File: src/decoder_config.svh
`ifndef DECODER_CONFIG_SVH
`define DECODER_CONFIG_SVH

// ------------------------------------------------------------------------
// SPI framing
// ------------------------------------------------------------------------

// bits per command or reply word
`define FRAME_BITS 16

// flops per SPI pin before edge detection
`define SYNC_STAGES 2

// ------------------------------------------------------------------------
// decoder constants
// ------------------------------------------------------------------------

`define REG0_DEFAULT 8'h12    // reg0 after reset or restore
`define REG1_DEFAULT 8'h34    // reg1 after reset or restore

// identifier reply word reading as ascii "yu"
`define DEVICE_ID 16'h7975

`define GET_FILLER 12'h123    // low bits for a get on an unknown address

`endif

File: src/spiPkg.sv
`include "decoder_config.svh"

package spiPkg;

	// one SPI word sent msb first
	typedef logic [`FRAME_BITS-1:0] spiFrame_t;

	// raw pin sample taken through the synchronizer chain
	typedef struct packed {
		logic sck;
		logic mosi;
		logic csel;    // active low
	} pinSample_t;

	// received word strobe
	typedef struct packed {
		logic      valid;    // one cycle only
		spiFrame_t frame;
	} rxEvent_t;

	// reply word handed to the transmit side
	typedef struct packed {
		logic      load;    // one cycle only
		spiFrame_t frame;
	} txLoad_t;

endpackage

File: src/cmdPkg.sv
package cmdPkg;

	typedef logic [3:0] regAddr_t;
	typedef logic [7:0] regValue_t;

	// ------------------------------------------------------------------------
	// command opcodes
	// ------------------------------------------------------------------------
	typedef enum logic [3:0] {
		setReg      = 4'd2,    // write reg by addr
		getReg      = 4'd3,    // read reg by addr
		restoreRegs = 4'd4,    // both regs back to defaults
		sendId      = 4'd6     // identifier word
	} opcode_e;

	// command frame layout from the msb down
	typedef struct packed {
		opcode_e   opcode;
		regAddr_t  addr;
		regValue_t value;
	} cmdWord_t;

	// test register addresses
	localparam regAddr_t reg0Addr = 4'd1;
	localparam regAddr_t reg1Addr = 4'd2;

	// decoder FSM states
	typedef enum logic [2:0] {
		idle,
		decode,
		setRegs,
		getRegs,
		restore,
		sendIdent,
		replyWait    // reply loaded and waiting for the host clock
	} decState_e;

endpackage

File: src/spiFrameRx.sv
`timescale 1ns/10ps
`include "decoder_config.svh"

module spiFrameRx (
	input  logic             CLK,
	input  logic             CMD_RST,
	input  logic             SCK,
	input  logic             MOSI,
	input  logic             CSEL,        // active low
	output spiPkg::rxEvent_t rxEvent,
	output logic             cselRise     // end of any frame
);
	import spiPkg::*;

	// counter saturates one past a full frame
	localparam int countBits = $clog2(`FRAME_BITS + 2);
	localparam pinSample_t pinIdle = '{sck: 1'b0, mosi: 1'b0, csel: 1'b1};

	pinSample_t                    pinIn;
	pinSample_t [`SYNC_STAGES-1:0] pinSync;
	pinSample_t                    pinNow;     // synchronized pins
	logic                          sckPrev;
	logic                          cselPrev;
	logic                          sckRise;
	logic                          cselFall;
	logic                          cselEnd;
	logic                          inFrame;
	spiFrame_t                     shiftReg;
	logic [countBits-1:0]          bitCount;

	// ------------------------------------------------------------------------
	// pin synchronizer and edge detect
	// ------------------------------------------------------------------------
	assign pinIn = '{sck: SCK, mosi: MOSI, csel: CSEL};
	assign pinNow = pinSync[`SYNC_STAGES-1];

	always_ff @(posedge CLK) begin
		if (CMD_RST) begin
			pinSync  <= {`SYNC_STAGES{pinIdle}};
			sckPrev  <= 1'b0;
			cselPrev <= 1'b1;    // bus idle so no false fall
		end else begin
			pinSync  <= {pinSync[`SYNC_STAGES-2:0], pinIn};
			sckPrev  <= pinNow.sck;
			cselPrev <= pinNow.csel;
		end
	end

	assign sckRise  = pinNow.sck & ~sckPrev;
	assign cselFall = ~pinNow.csel & cselPrev;
	assign cselEnd  = pinNow.csel & ~cselPrev;
	assign inFrame  = ~pinNow.csel;

	// ------------------------------------------------------------------------
	// shift in and bit count
	// ------------------------------------------------------------------------
	always_ff @(posedge CLK) begin
		if (sckRise && inFrame)
			shiftReg <= {shiftReg[`FRAME_BITS-2:0], pinNow.mosi};    // msb first
	end

	always_ff @(posedge CLK) begin
		if (CMD_RST || cselFall)
			bitCount <= '0;
		else if (sckRise && inFrame && bitCount <= countBits'(`FRAME_BITS))
			bitCount <= bitCount + 1'b1;
	end

	// word strobe only for exact length frames
	always_ff @(posedge CLK) begin
		if (CMD_RST) begin
			rxEvent.valid <= 1'b0;
			cselRise      <= 1'b0;
		end else begin
			rxEvent.valid <= cselEnd && (bitCount == countBits'(`FRAME_BITS));
			cselRise      <= cselEnd;
		end
		if (cselEnd)
			rxEvent.frame <= shiftReg;    // payload word
	end

endmodule

File: src/commandDecoder.sv
`timescale 1ns/10ps
`include "decoder_config.svh"

module commandDecoder (
	input  logic             CLK,
	input  logic             CMD_RST,
	input  spiPkg::rxEvent_t rxEvent,
	input  logic             txBusy,
	output spiPkg::txLoad_t  reply
);
	import spiPkg::*;
	import cmdPkg::*;

	decState_e state;
	decState_e nextState;
	cmdWord_t  cmdWord;       // latched command
	regValue_t reg0;
	regValue_t reg1;
	spiFrame_t replyFrame;
	logic      replyLoad;

	// ------------------------------------------------------------------------
	// decoder FSM
	// ------------------------------------------------------------------------
	always_ff @(posedge CLK) begin
		if (CMD_RST)
			state <= idle;
		else
			state <= nextState;
	end

	always_comb begin
		nextState = state;
		case (state)
			idle: begin
				if (rxEvent.valid)
					nextState = decode;
			end
			decode: begin
				case (cmdWord.opcode)
					setReg:      nextState = setRegs;
					getReg:      nextState = getRegs;
					restoreRegs: nextState = restore;
					sendId:      nextState = sendIdent;
					default:     nextState = idle;    // unknown opcode dropped
				endcase
			end
			setRegs:   nextState = idle;
			restore:   nextState = idle;
			getRegs:   nextState = replyWait;
			sendIdent: nextState = replyWait;
			replyWait: begin
				// busy rises the cycle after load
				if (!txBusy)
					nextState = idle;
			end
			default:   nextState = idle;
		endcase
	end

	// catch the word only while idle
	always_ff @(posedge CLK) begin
		if (state == idle && rxEvent.valid)
			cmdWord <= cmdWord_t'(rxEvent.frame);
	end

	// ------------------------------------------------------------------------
	// test registers
	// ------------------------------------------------------------------------
	always_ff @(posedge CLK) begin
		if (CMD_RST || state == restore) begin
			reg0 <= `REG0_DEFAULT;
			reg1 <= `REG1_DEFAULT;
		end else if (state == setRegs) begin
			// write by address and ignore the rest
			if (cmdWord.addr == reg0Addr)
				reg0 <= cmdWord.value;
			else if (cmdWord.addr == reg1Addr)
				reg1 <= cmdWord.value;
		end
	end

	// ------------------------------------------------------------------------
	// reply builder
	// ------------------------------------------------------------------------
	always_comb begin
		replyFrame = '0;
		case (state)
			getRegs: begin
				if (cmdWord.addr == reg0Addr)
					replyFrame = {cmdWord.opcode, cmdWord.addr, reg0};
				else if (cmdWord.addr == reg1Addr)
					replyFrame = {cmdWord.opcode, cmdWord.addr, reg1};
				else
					replyFrame = {cmdWord.opcode, `GET_FILLER};    // unknown addr
			end
			sendIdent: replyFrame = `DEVICE_ID;
			default:   replyFrame = '0;
		endcase
	end

	// one cycle strobe per reply state
	assign replyLoad = (state == getRegs) || (state == sendIdent);

	assign reply = '{load: replyLoad, frame: replyFrame};

endmodule

File: src/spiFrameTx.sv
`timescale 1ns/10ps
`include "decoder_config.svh"

module spiFrameTx (
	input  logic            CLK,
	input  logic            CMD_RST,
	input  logic            SCK,
	input  logic            CSEL,        // active low
	input  logic            cselRise,    // end of frame from rx side
	input  spiPkg::txLoad_t reply,
	output logic            txBusy,
	output logic            MISO
);
	import spiPkg::*;

	logic [`SYNC_STAGES-1:0] sckSync;
	logic [`SYNC_STAGES-1:0] cselSync;
	logic                    sckPrev;
	logic                    cselPrev;
	logic                    sckFall;
	logic                    cselFall;
	logic                    active;      // reply frame on the wire
	logic                    frameDone;
	spiFrame_t               shiftReg;

	// ------------------------------------------------------------------------
	// local synchronizer for edge timing
	// ------------------------------------------------------------------------
	always_ff @(posedge CLK) begin
		if (CMD_RST) begin
			sckSync  <= '0;
			cselSync <= '1;
			sckPrev  <= 1'b0;
			cselPrev <= 1'b1;
		end else begin
			sckSync  <= {sckSync[`SYNC_STAGES-2:0], SCK};
			cselSync <= {cselSync[`SYNC_STAGES-2:0], CSEL};
			sckPrev  <= sckSync[`SYNC_STAGES-1];
			cselPrev <= cselSync[`SYNC_STAGES-1];
		end
	end

	assign sckFall   = sckPrev & ~sckSync[`SYNC_STAGES-1];
	assign cselFall  = cselPrev & ~cselSync[`SYNC_STAGES-1];
	assign frameDone = cselRise & active;    // only the frame we drove

	// ------------------------------------------------------------------------
	// busy and frame tracking
	// ------------------------------------------------------------------------
	always_ff @(posedge CLK) begin
		if (CMD_RST || frameDone) begin
			txBusy <= 1'b0;
			active <= 1'b0;
		end else begin
			if (reply.load)
				txBusy <= 1'b1;
			// a frame already open at load time is skipped
			if (cselFall && txBusy)
				active <= 1'b1;
		end
	end

	// reply shift register sends msb first
	always_ff @(posedge CLK) begin
		if (reply.load)
			shiftReg <= reply.frame;
		else if (frameDone)
			shiftReg <= '0;
		else if (active && sckFall)
			shiftReg <= {shiftReg[`FRAME_BITS-2:0], 1'b0};    // next bit after falling sck
	end

	assign MISO = active & shiftReg[`FRAME_BITS-1];    // low with no reply

endmodule

File: src/commandDecoderTop.sv
`timescale 1ns/10ps

module commandDecoderTop (
	input  logic CLK,
	input  logic CMD_RST,
	input  logic SCK,
	input  logic MOSI,
	input  logic CSEL,    // active low
	output logic MISO
);
	import spiPkg::*;

	rxEvent_t rxEvent;     // received word strobe
	txLoad_t  reply;       // reply word strobe
	logic     cselRise;
	logic     txBusy;

	// ------------------------------------------------------------------------
	// input side
	// ------------------------------------------------------------------------
	spiFrameRx u_spiFrameRx (
		.CLK      (CLK),
		.CMD_RST  (CMD_RST),
		.SCK      (SCK),
		.MOSI     (MOSI),
		.CSEL     (CSEL),
		.rxEvent  (rxEvent),
		.cselRise (cselRise)
	);

	// decoder FSM and test registers
	commandDecoder u_commandDecoder (
		.CLK     (CLK),
		.CMD_RST (CMD_RST),
		.rxEvent (rxEvent),
		.txBusy  (txBusy),
		.reply   (reply)
	);

	// ------------------------------------------------------------------------
	// output side
	// ------------------------------------------------------------------------
	spiFrameTx u_spiFrameTx (
		.CLK      (CLK),
		.CMD_RST  (CMD_RST),
		.SCK      (SCK),
		.CSEL     (CSEL),
		.cselRise (cselRise),
		.reply    (reply),
		.txBusy   (txBusy),
		.MISO     (MISO)
	);

endmodule

File: config.mk
export PLATFORM = sky130hd
export DESIGN_NAME = commandDecoderTop
export DESIGN_NICKNAME = d
export VERILOG_FILES = /design/src/spiPkg.sv /design/src/cmdPkg.sv /design/src/spiFrameRx.sv /design/src/commandDecoder.sv /design/src/spiFrameTx.sv /design/src/commandDecoderTop.sv
export VERILOG_INCLUDE_DIRS = /design/src
export SDC_FILE = /design/constraint.sdc
export NUM_CORES = 1
export LEC_CHECK = 0
export BUFFER_PORTS_ARGS = -buffer_cell sky130_fd_sc_hd__buf_2
export CORE_ASPECT_RATIO = 1.4
export CORE_UTILIZATION = 50
export CTS_CLUSTER_SIZE = 28
export DETAILED_ROUTE_END_ITERATION = 8
export HOLD_SLACK_MARGIN = 0.12
export MAX_ROUTING_LAYER = met4
export PLACE_DENSITY = 0.68
export REMOVE_ABC_BUFFERS = 1
export SYNTH_ARGS = -nofsm -noshare
export SYNTH_HDL_FRONTEND = slang
export SYNTH_SLANG_ARGS = --single-unit
File: constraint.sdc
create_clock -name CLK -period 8.8 [get_ports CLK]
set_input_delay 1.76 -clock CLK [delete_from_list [all_inputs] [get_ports CLK]]
set_output_delay 1.76 -clock CLK [all_outputs]
set_load 0.005 [all_outputs]
; After elaboration in Yosys (flattened, before gate mapping)
; Cells that the tools add are included.
[classes]
n_div = 0
n_shift = 0
add_sub_neg = 1
n_eq_ne = 15
n_mux = 10
magnitude_cmp = 1
multipliers = 0
n_bitwise = 13
reduce_logical = 16
[ops]
columns = operator, n
row1 = 2-to-1 mux 16 bit, 3
row2 = one-hot mux 16 bit (2 select lines), 1
row3 = 2-to-1 mux 12 bit, 2
row4 = one-hot mux 3 bit (4 select lines), 2
row5 = equality test 4 x 2 -> 1 bit (second input constant), 3
row6 = equality test 3 bit (second input constant), 3
row7 = equality test 4 x 3 -> 1 bit (second input constant), 2
row8 = AND 1 bit, 7
row9 = equality test 3 x 2 -> 1 bit (second input constant), 2
row10 = logical AND 1 bit, 6
row11 = 2-to-1 mux 3 bit, 2
row12 = inverter 1 bit, 6
row13 = adder 5 x 1 -> 5 bit (second input constant), 1
row14 = equality test 5 bit (second input constant), 1
row15 = <= comparator 5 bit (second input constant), 1
row16 = equality test 4 x 1 -> 1 bit (second input constant), 1
row17 = logical OR 1 bit, 4
row18 = inequality test 2 bit (second input constant), 2
row19 = AND reduction 2 bit, 2
row20 = equality test 3 x 1 -> 1 bit (second input constant), 1
row21 = zero test 3 bit, 1
row22 = AND reduction 3 bit, 1
row23 = nonzero test 3 bit, 1
row24 = OR reduction 2 bit, 1
[word_totals]
ff_bits = 106
latch_bits = 0
mem_count = 0
romBits = 0
ramBits = 0
output_inout_bits = 1
elab_cells = 82
in_bits = 5

; Depth between registers and ports, before layout
; Gate-level depths: netlist of run 1.
[logic_depth]
ltp_word = 6
mapped_depth = 5
depth_no_buf = 5

; Cells and area by module
; Synthesis of run 1 repeated with hierarchy kept, for this count alone.
[unflattened]
cells_unflattened = 331
hier_area_um2 = 4121.5
[by_module_without_submodules]
columns = module, cells_per_inst, seq_area_each_um2, area_each_um2, n_inst
row1 = commandDecoder, 152, 860.8, 1570.3, 1
row2 = spiFrameRx, 88, 1261.2, 1560.2, 1
row3 = spiFrameTx, 91, 640.6, 991.0, 1

; Least setup slack after synthesis of run 1
; No wires, ideal clock.
[synth_path]
path_kind = register to register
startpoint = register u_commandDecoder.state[0]
endpoint = register u_commandDecoder.cmdWord[0] in the netlist's numbering, enable pin
setup_ns = 0.440
period_less_slack_ns = 2.874
setup_slack_ns = 5.926
arrival_time_ns = 2.434
path_buffers = 1
t_required_ns = 8.360
path_stages_with_launch = 3
cell_sequence = dfxtp_1 clkbuf_1 nor4b_1
[synth_between]
elab_chain_cells = 2
[synth_lines]
columns = element, line_no
row1 = from (decl), commandDecoder.sv:14  ; decState_e state;
row2 = from (signal assigned), commandDecoder.sv:27  ; state <= idle;
row3 = from (signal assigned), commandDecoder.sv:29  ; state <= nextState;
row4 = zero test 3 bit, commandDecoder.sv:63  ; if (state == idle && rxEvent.valid)
row5 = logical AND 1 bit, commandDecoder.sv:63
row6 = to (signal assigned), commandDecoder.sv:64  ; cmdWord <= cmdWord_t'(rxEvent.frame);
row7 = to (decl), commandDecoder.sv:16  ; cmdWord_t cmdWord;
; No other way between the ends.
; A chain may end at the register's enable or synchronous reset.

; Final worst setup path of run 1
[layout_path]
startpoint = register u_spiFrameTx.active
endpoint = output port MISO
[layout_between]
elab_chain_cells = 1
[layout_lines]
columns = element, line_no
row1 = from (decl), spiFrameTx.sv:22  ; logic active;
row2 = from (signal assigned), spiFrameTx.sv:53  ; active <= 1'b0;
row3 = from (signal assigned), spiFrameTx.sv:59  ; active <= 1'b1;
row4 = AND 1 bit, spiFrameTx.sv:73  ; assign MISO = active & shiftReg[`FRAME_BITS-1];
row5 = to (decl), commandDecoderTop.sv:9  ; output logic MISO
; No other way between the ends.

==> flow_summary.ini, run 1 <==
[global_routing]
antenna_found_initial = 0
grt_first_pass_wirelength_microns = 10280
grt_pass1_vias = 2081
grt_usage_pct = 17.48
gr-total-overflow = 0
grt_max_degree = 18

[yosys]
synth_top_area_share_pct = 50.02
synth-edff-count = 64
syn_area_sq_um = 3842
yosysUniqueCellTypes = 49
synth_seq_area_share_pct = 68.77
yosysTopAreaCell = edfxtp_1
ys_warn_count = 0
synth-async-reset-ratio_pct = 0
syn_avg_cell_area_sq_um = 13.34
ys_ff_latch = 100
syn_inst = 288
ys.flop_type = edfxtp_1
synthTopCellsByArea = edfxtp_1, dfxtp_1, nand3_1

[power_and_ir_drop]
seq_power_share_pct = 64.0
p_per_area_nw_per_um2 = 189.2
p_leak_nw = 1.335
max-vdd-ir-drop_mv = 0.1314
combPwrFrac_pct = 1.0
p_int_w = 0.0006302
power_switching_share_pct = 19.18
pwr-share-clk_pct = 35.0
switchingPower_w = 0.0001495

[floorplan]
fp.dieH_microns = 105.7
fp-row-count = 37
die_area_sq_um = 8045
io_pins = 6
core_area_sq_um = 7407
dieWidth_microns = 76.09
initial_core_util_pct = 51.87

[route]
drc_errors = 0
wl_per_cell_microns = 15.57
dr.pass1.iters = 4
via_count = 2241
totalWireLength_microns = 6167
viasPerCell = 5.659
ant_nets = 0
drt_iter0_markers = 216

[worst_setup_path]
crit_fanout = 9
crit_required_ns = 7.04
end_kind = primary output
worst-setup-path-type = reg -> out
worst-r2r-cell-count = 3
worstReg2RegStart = u_commandDecoder.state[1]
startpoint_type = register
arrival_ns = 1.10
crit_start = u_spiFrameTx.active

[final_layout]
area_growth_pct = 7.261
finalInstanceArea_sq_um = 4121
drive_gt1_share_pct = 12.04
n_antenna_cell = 0
nNetsFinal = 301
fillerInstances = 616

[timing]
setup_ws_ns = 5.936
finalSetupViolations = 0
tightest_slew_ns = 1.137
slew_headroom_pct = 23.84
fmax_mhz = 349.2
fin_skew_ns = 0.006440
period_needed_ns = 2.864
rsz0062_at_grt = no
final.setup.tns_ns = 0
maxSlewViolCount = 0
hold_viol_final = 0
period_share_pct = 32.54

[clock_network]
ctsRootBufferMaster = clkbuf_8
cts_max_level = 3
cts_setup_buffers = 0
clockBufferDepth = 2
cts_hold_buffers = 0
clock-sinks = 100
cts_tree = yes
cts.clk_slew.worst_paths_ns = 0.08
cts_buffers = 9
ctsResizeCount = 0
clock_latency_ns = 0.36

[worst_hold_path]
hold_path_depth = 0
hp-start = u_spiFrameRx.pinNow[1]
min_path_type = reg -> reg

[outcome]
status = finished clean

[placement]
preCtsSetupSlack_ns = 6.154
io_buffers = 5
dpl-instance-area_sq_um = 3938
hpwl_microns = 4135
gp_congestion = 0.8682

[run]
maxCapViolCount = 0
==> registers in the layout, summed over array words and instances, names as in the netlist, 3 cells and up <==
register and count:
u_spiFrameRx.shiftReg 16, u_commandDecoder.cmdWord 16, u_spiFrameRx.rxEvent 17, u_spiFrameTx.shiftReg 16, u_spiFrameRx.bitCount 5, u_commandDecoder.reg1 8
u_commandDecoder.reg0 8, u_commandDecoder.state 3
==> path summary, 6_finish.rpt <==
check / end / slack, ns
worst max-delay path: MISO / 5.94
worst min-delay path: u_spiFrameRx.shiftReg[0] / 0.41
worst max register to register: u_spiFrameTx.shiftReg[8] / 6.65
worst min register to register: u_spiFrameRx.shiftReg[0] / 0.41
==> cells in the final DEF, fill, tap and decap left out, types with 3 or more instances in the layout <==
master	instances
nor3b_1	3
o21ai_0	3
and2_1	3
dfxtp_1	36
buf_2	5
nand2_1	10
nand2b_1	3
o2bb2ai_1	3
a22oi_1	8
inv_1	8
a21oi_1	17
nand3b_1	5
edfxtp_1	64
clkbuf_8	9
o22ai_1	7
or2_2	3
a22o_1	3
nor2_1	4
nor2b_1	10
a21boi_0	3
nand3_1	27
nor4b_2	3
o21ai_1	16
a31oi_1	4
==> worst max-delay path, cell delays in order, from the launching register on <==
cell and delay (ns):
dfxtp_1 0.48, and2_1 0.17, buf_2 0.10
==> kinds of logic after synthesis <==
group / Yosys count / share of synthesized area, %
flops: 100 / 68.77
buf+inv: 20 / 2.800
fa+ha+maj: 2 / 0.6511
xor+xnor: 2 / 0.4560
simple gates: 86 / 14.10
mux: 2 / 0.5210
compound gates: 76 / 12.70
==> cells in the mapped netlist (3+ instances only) <==
cell type   n
a21boi_0    3
a21oi_1    17
a22o_1      3
a22oi_1     8
a31oi_1     4
and2_1      3
buf_6       3
clkbuf_1    5
dfxtp_1    36
edfxtp_1   64
inv_1       8
nand2_1    10
nand2b_1    3
nand3_1    27
nand3b_1    5
nor2_1      4
nor2b_1    10
nor3b_1     4
o21ai_0     3
o21ai_1    16
o22ai_1     7
o2bb2ai_1   3
or2_2       3
==> power by group through the flow <==
stage	Sequential [W]	Clock [W]	Combinational [W]
after floorplan	0.000509	0	0.00000442
after global placement	0.000510	0	0.00000734
after detailed placement	0.000510	0	0.00000760
after CTS	0.000499	0.000281	0.00000760
after global routing	0.000500	0.000298	0.00000823
final	0.000499	0.000273	0.00000745
==> through the flow <==
stage               std cells  hold slack, ns  power [W]  util [%]
CTS                       396          0.4162  0.0007882     55.64
finish                    396          0.4132  0.0007798     55.64
global placement          380          0.3935  0.0005173     53.16
floorplan                 276          0.3855  0.0005139         -
global route              396          0.4280  0.0008061     55.64
detailed placement        380          0.3952  0.0005177     53.16
==> routing by layer <==
| metal | global-route usage, % | up-vias | wire length, microns |
|---|---|---|---|
| met5 | - | - | 0 |
| met4 | 8.516 | 0 | 144 |
| met3 | 4.416 | 12 | 210 |
| met2 | 28.18 | 41 | 3157 |
| met1 | 20.47 | 1084 | 2654 |
| li1 | - | 1104 | - |
==> layout make-up <==
class / count / area, sq um / share of cell area, %
repair buffers: 7 / 40.04 / 0.9715
multi-input cells: 168 / 1104 / 26.78
flip-flops and latches: 100 / 2643 / 64.12
clock inverters: 5 / 52.55 / 1.275
inverters: 8 / 30.03 / 0.7286
clock buffers: 11 / 131.4 / 3.188
well taps: 97 / 121.4 / 2.945
Power figures use the tool's default switching activity.
==> inputs of run 2 (changes only) <==
==> constraint.sdc (replaced) <==
create_clock -name CLK -period 2.8 [get_ports CLK]
set_input_delay 0.56 -clock CLK [delete_from_list [all_inputs] [get_ports CLK]]
set_output_delay 0.56 -clock CLK [all_outputs]
set_load 0.005 [all_outputs]
==> flow_summary.ini, run 2 (same netlist as run 1, synthesis figures left out) <==
[power_and_ir_drop]
max-vdd-ir-drop_mv = 0.4558
p_per_area_nw_per_um2 = 601.2
p_leak_nw = 1.363

[final_layout]
instances_no_fill = 399
n_antenna_cell = 0
fillerInstances = 623
area_growth_pct = 8.206
regMostFlops = u_spiFrameRx.rxEvent
drive_gt1_share_pct = 13.25
nNetsFinal = 304
layout_common_cells = edfxtp_1, dfxtp_1, nand3_1
final_common_cell = edfxtp_1
largest_reg_flops = 17

[floorplan]
initial_core_util_pct = 51.87
core_area_sq_um = 7407
fp.dieH_microns = 105.7
die_area_sq_um = 8045
io_pins = 6
dieWidth_microns = 76.09
fp-row-count = 37

[global_routing]
gr-total-overflow = 0
grt_usage_pct = 18.02
grt_first_pass_wirelength_microns = 10670
grt_max_degree = 18
antenna_found_initial = 0
grt_pass1_vias = 2203

[timing]
fmax_mhz = 481.2
fin_skew_ns = 0.007435
maxSlewViolCount = 0
finalSetupViolations = 0
tightest_slew_ns = 0.8333
final.setup.tns_ns = 0
slew_headroom_pct = 44.30
period_share_pct = 74.22
period_needed_ns = 2.078
rsz0062_at_grt = no
hold_viol_final = 0

[worst_hold_path]
min_path_type = in -> reg

[clock_network]
cts_buffers = 9
ctsResizeCount = 0
clock-sinks = 100
cts_tree = yes
clockBufferDepth = 2
clock_latency_ns = 0.36
cts_hold_buffers = 0
ctsRootBufferMaster = clkbuf_8
cts.clk_slew.worst_paths_ns = 0.09
cts_max_level = 3
cts_setup_buffers = 0

[worst_setup_path]
crit_required_ns = 2.76
crit_fanout = 16
startpoint_type = register
regToRegSetupSlack_ns = 0.72
end_kind = register
arrival_ns = 2.04
worst-setup-path-type = reg -> reg

[route]
totalWireLength_microns = 6333
dr.pass1.iters = 4
drc_errors = 0
drt_iter0_markers = 266
wl_per_cell_microns = 15.87
ant_nets = 0
viasPerCell = 5.549
via_count = 2214

[run]
maxCapViolCount = 0

[placement]
hpwl_microns = 4228
gp_congestion = 0.8260
dp.cells = 383
io_buffers = 5

[outcome]
status = finished clean
## run 2: report_power, final
group          internal (W)   total, W  leakage, nW  switching, W
Clock              0.000422   0.000906        0.101      0.000484
Combinational    0.00000887  0.0000245        0.394     0.0000156
Sequential          0.00156    0.00157        0.868    0.00000525
## run 2: critical path, stage by stage, from the launching register on
cell and delay, ns:
dfxtp_1 0.60, xor2_1 0.19, a21boi_2 0.40, nand2_1 0.49
## run 2: area by class of cell
type | instances | area (sq um) | share of cell area [%]
Clock buffer | 10 | 127.6 | 3.070
Inverter | 8 | 30.03 | 0.7222
Sequential cell | 100 | 2643 | 63.56
Tap cell | 97 | 121.4 | 2.919
Timing Repair Buffer | 10 | 62.56 | 1.505
Clock inverter | 6 | 70.07 | 1.685
Multi-Input combinational cell | 168 | 1104 | 26.54
## run 2: path summary, 6_finish.rpt
path | from | cells past startpoint | to
setup / recovery | u_commandDecoder.state[1] | 3 | u_spiFrameTx.shiftReg[11]
hold / removal | CSEL | 2 | u_spiFrameTx.cselSync[0]
setup reg to reg | u_commandDecoder.state[1] | 3 | u_spiFrameTx.shiftReg[11]
hold reg to reg | u_spiFrameRx.pinNow[1] | 0 | u_spiFrameRx.shiftReg[0]
## run 2: routing by layer
metal  share of wire [%]  track usage, %
met1                  45           22.44
met2                  50           27.21
met3                 3.1           4.416
met4                 2.2           9.753
met5                   0               -
## run 2: per-stage QoR
step | instance area, sq um | power (W) | hold slack (ns) | utilization, % | setup slack (ns)
floorplan | 3765 | 0.001615 | 0.3855 | - | 0.03574
global route | 4158 | 0.002589 | 0.3499 | 56.13 | 0.4336
detailed placement | 3960 | 0.001628 | 0.3983 | 53.46 | 0.7221
CTS | 4158 | 0.002525 | 0.3537 | 56.13 | 0.7200
finish | 4158 | 0.002499 | 0.3782 | 56.13 | 0.7219
global placement | 3960 | 0.001627 | 0.3929 | 53.46 | 0.8044
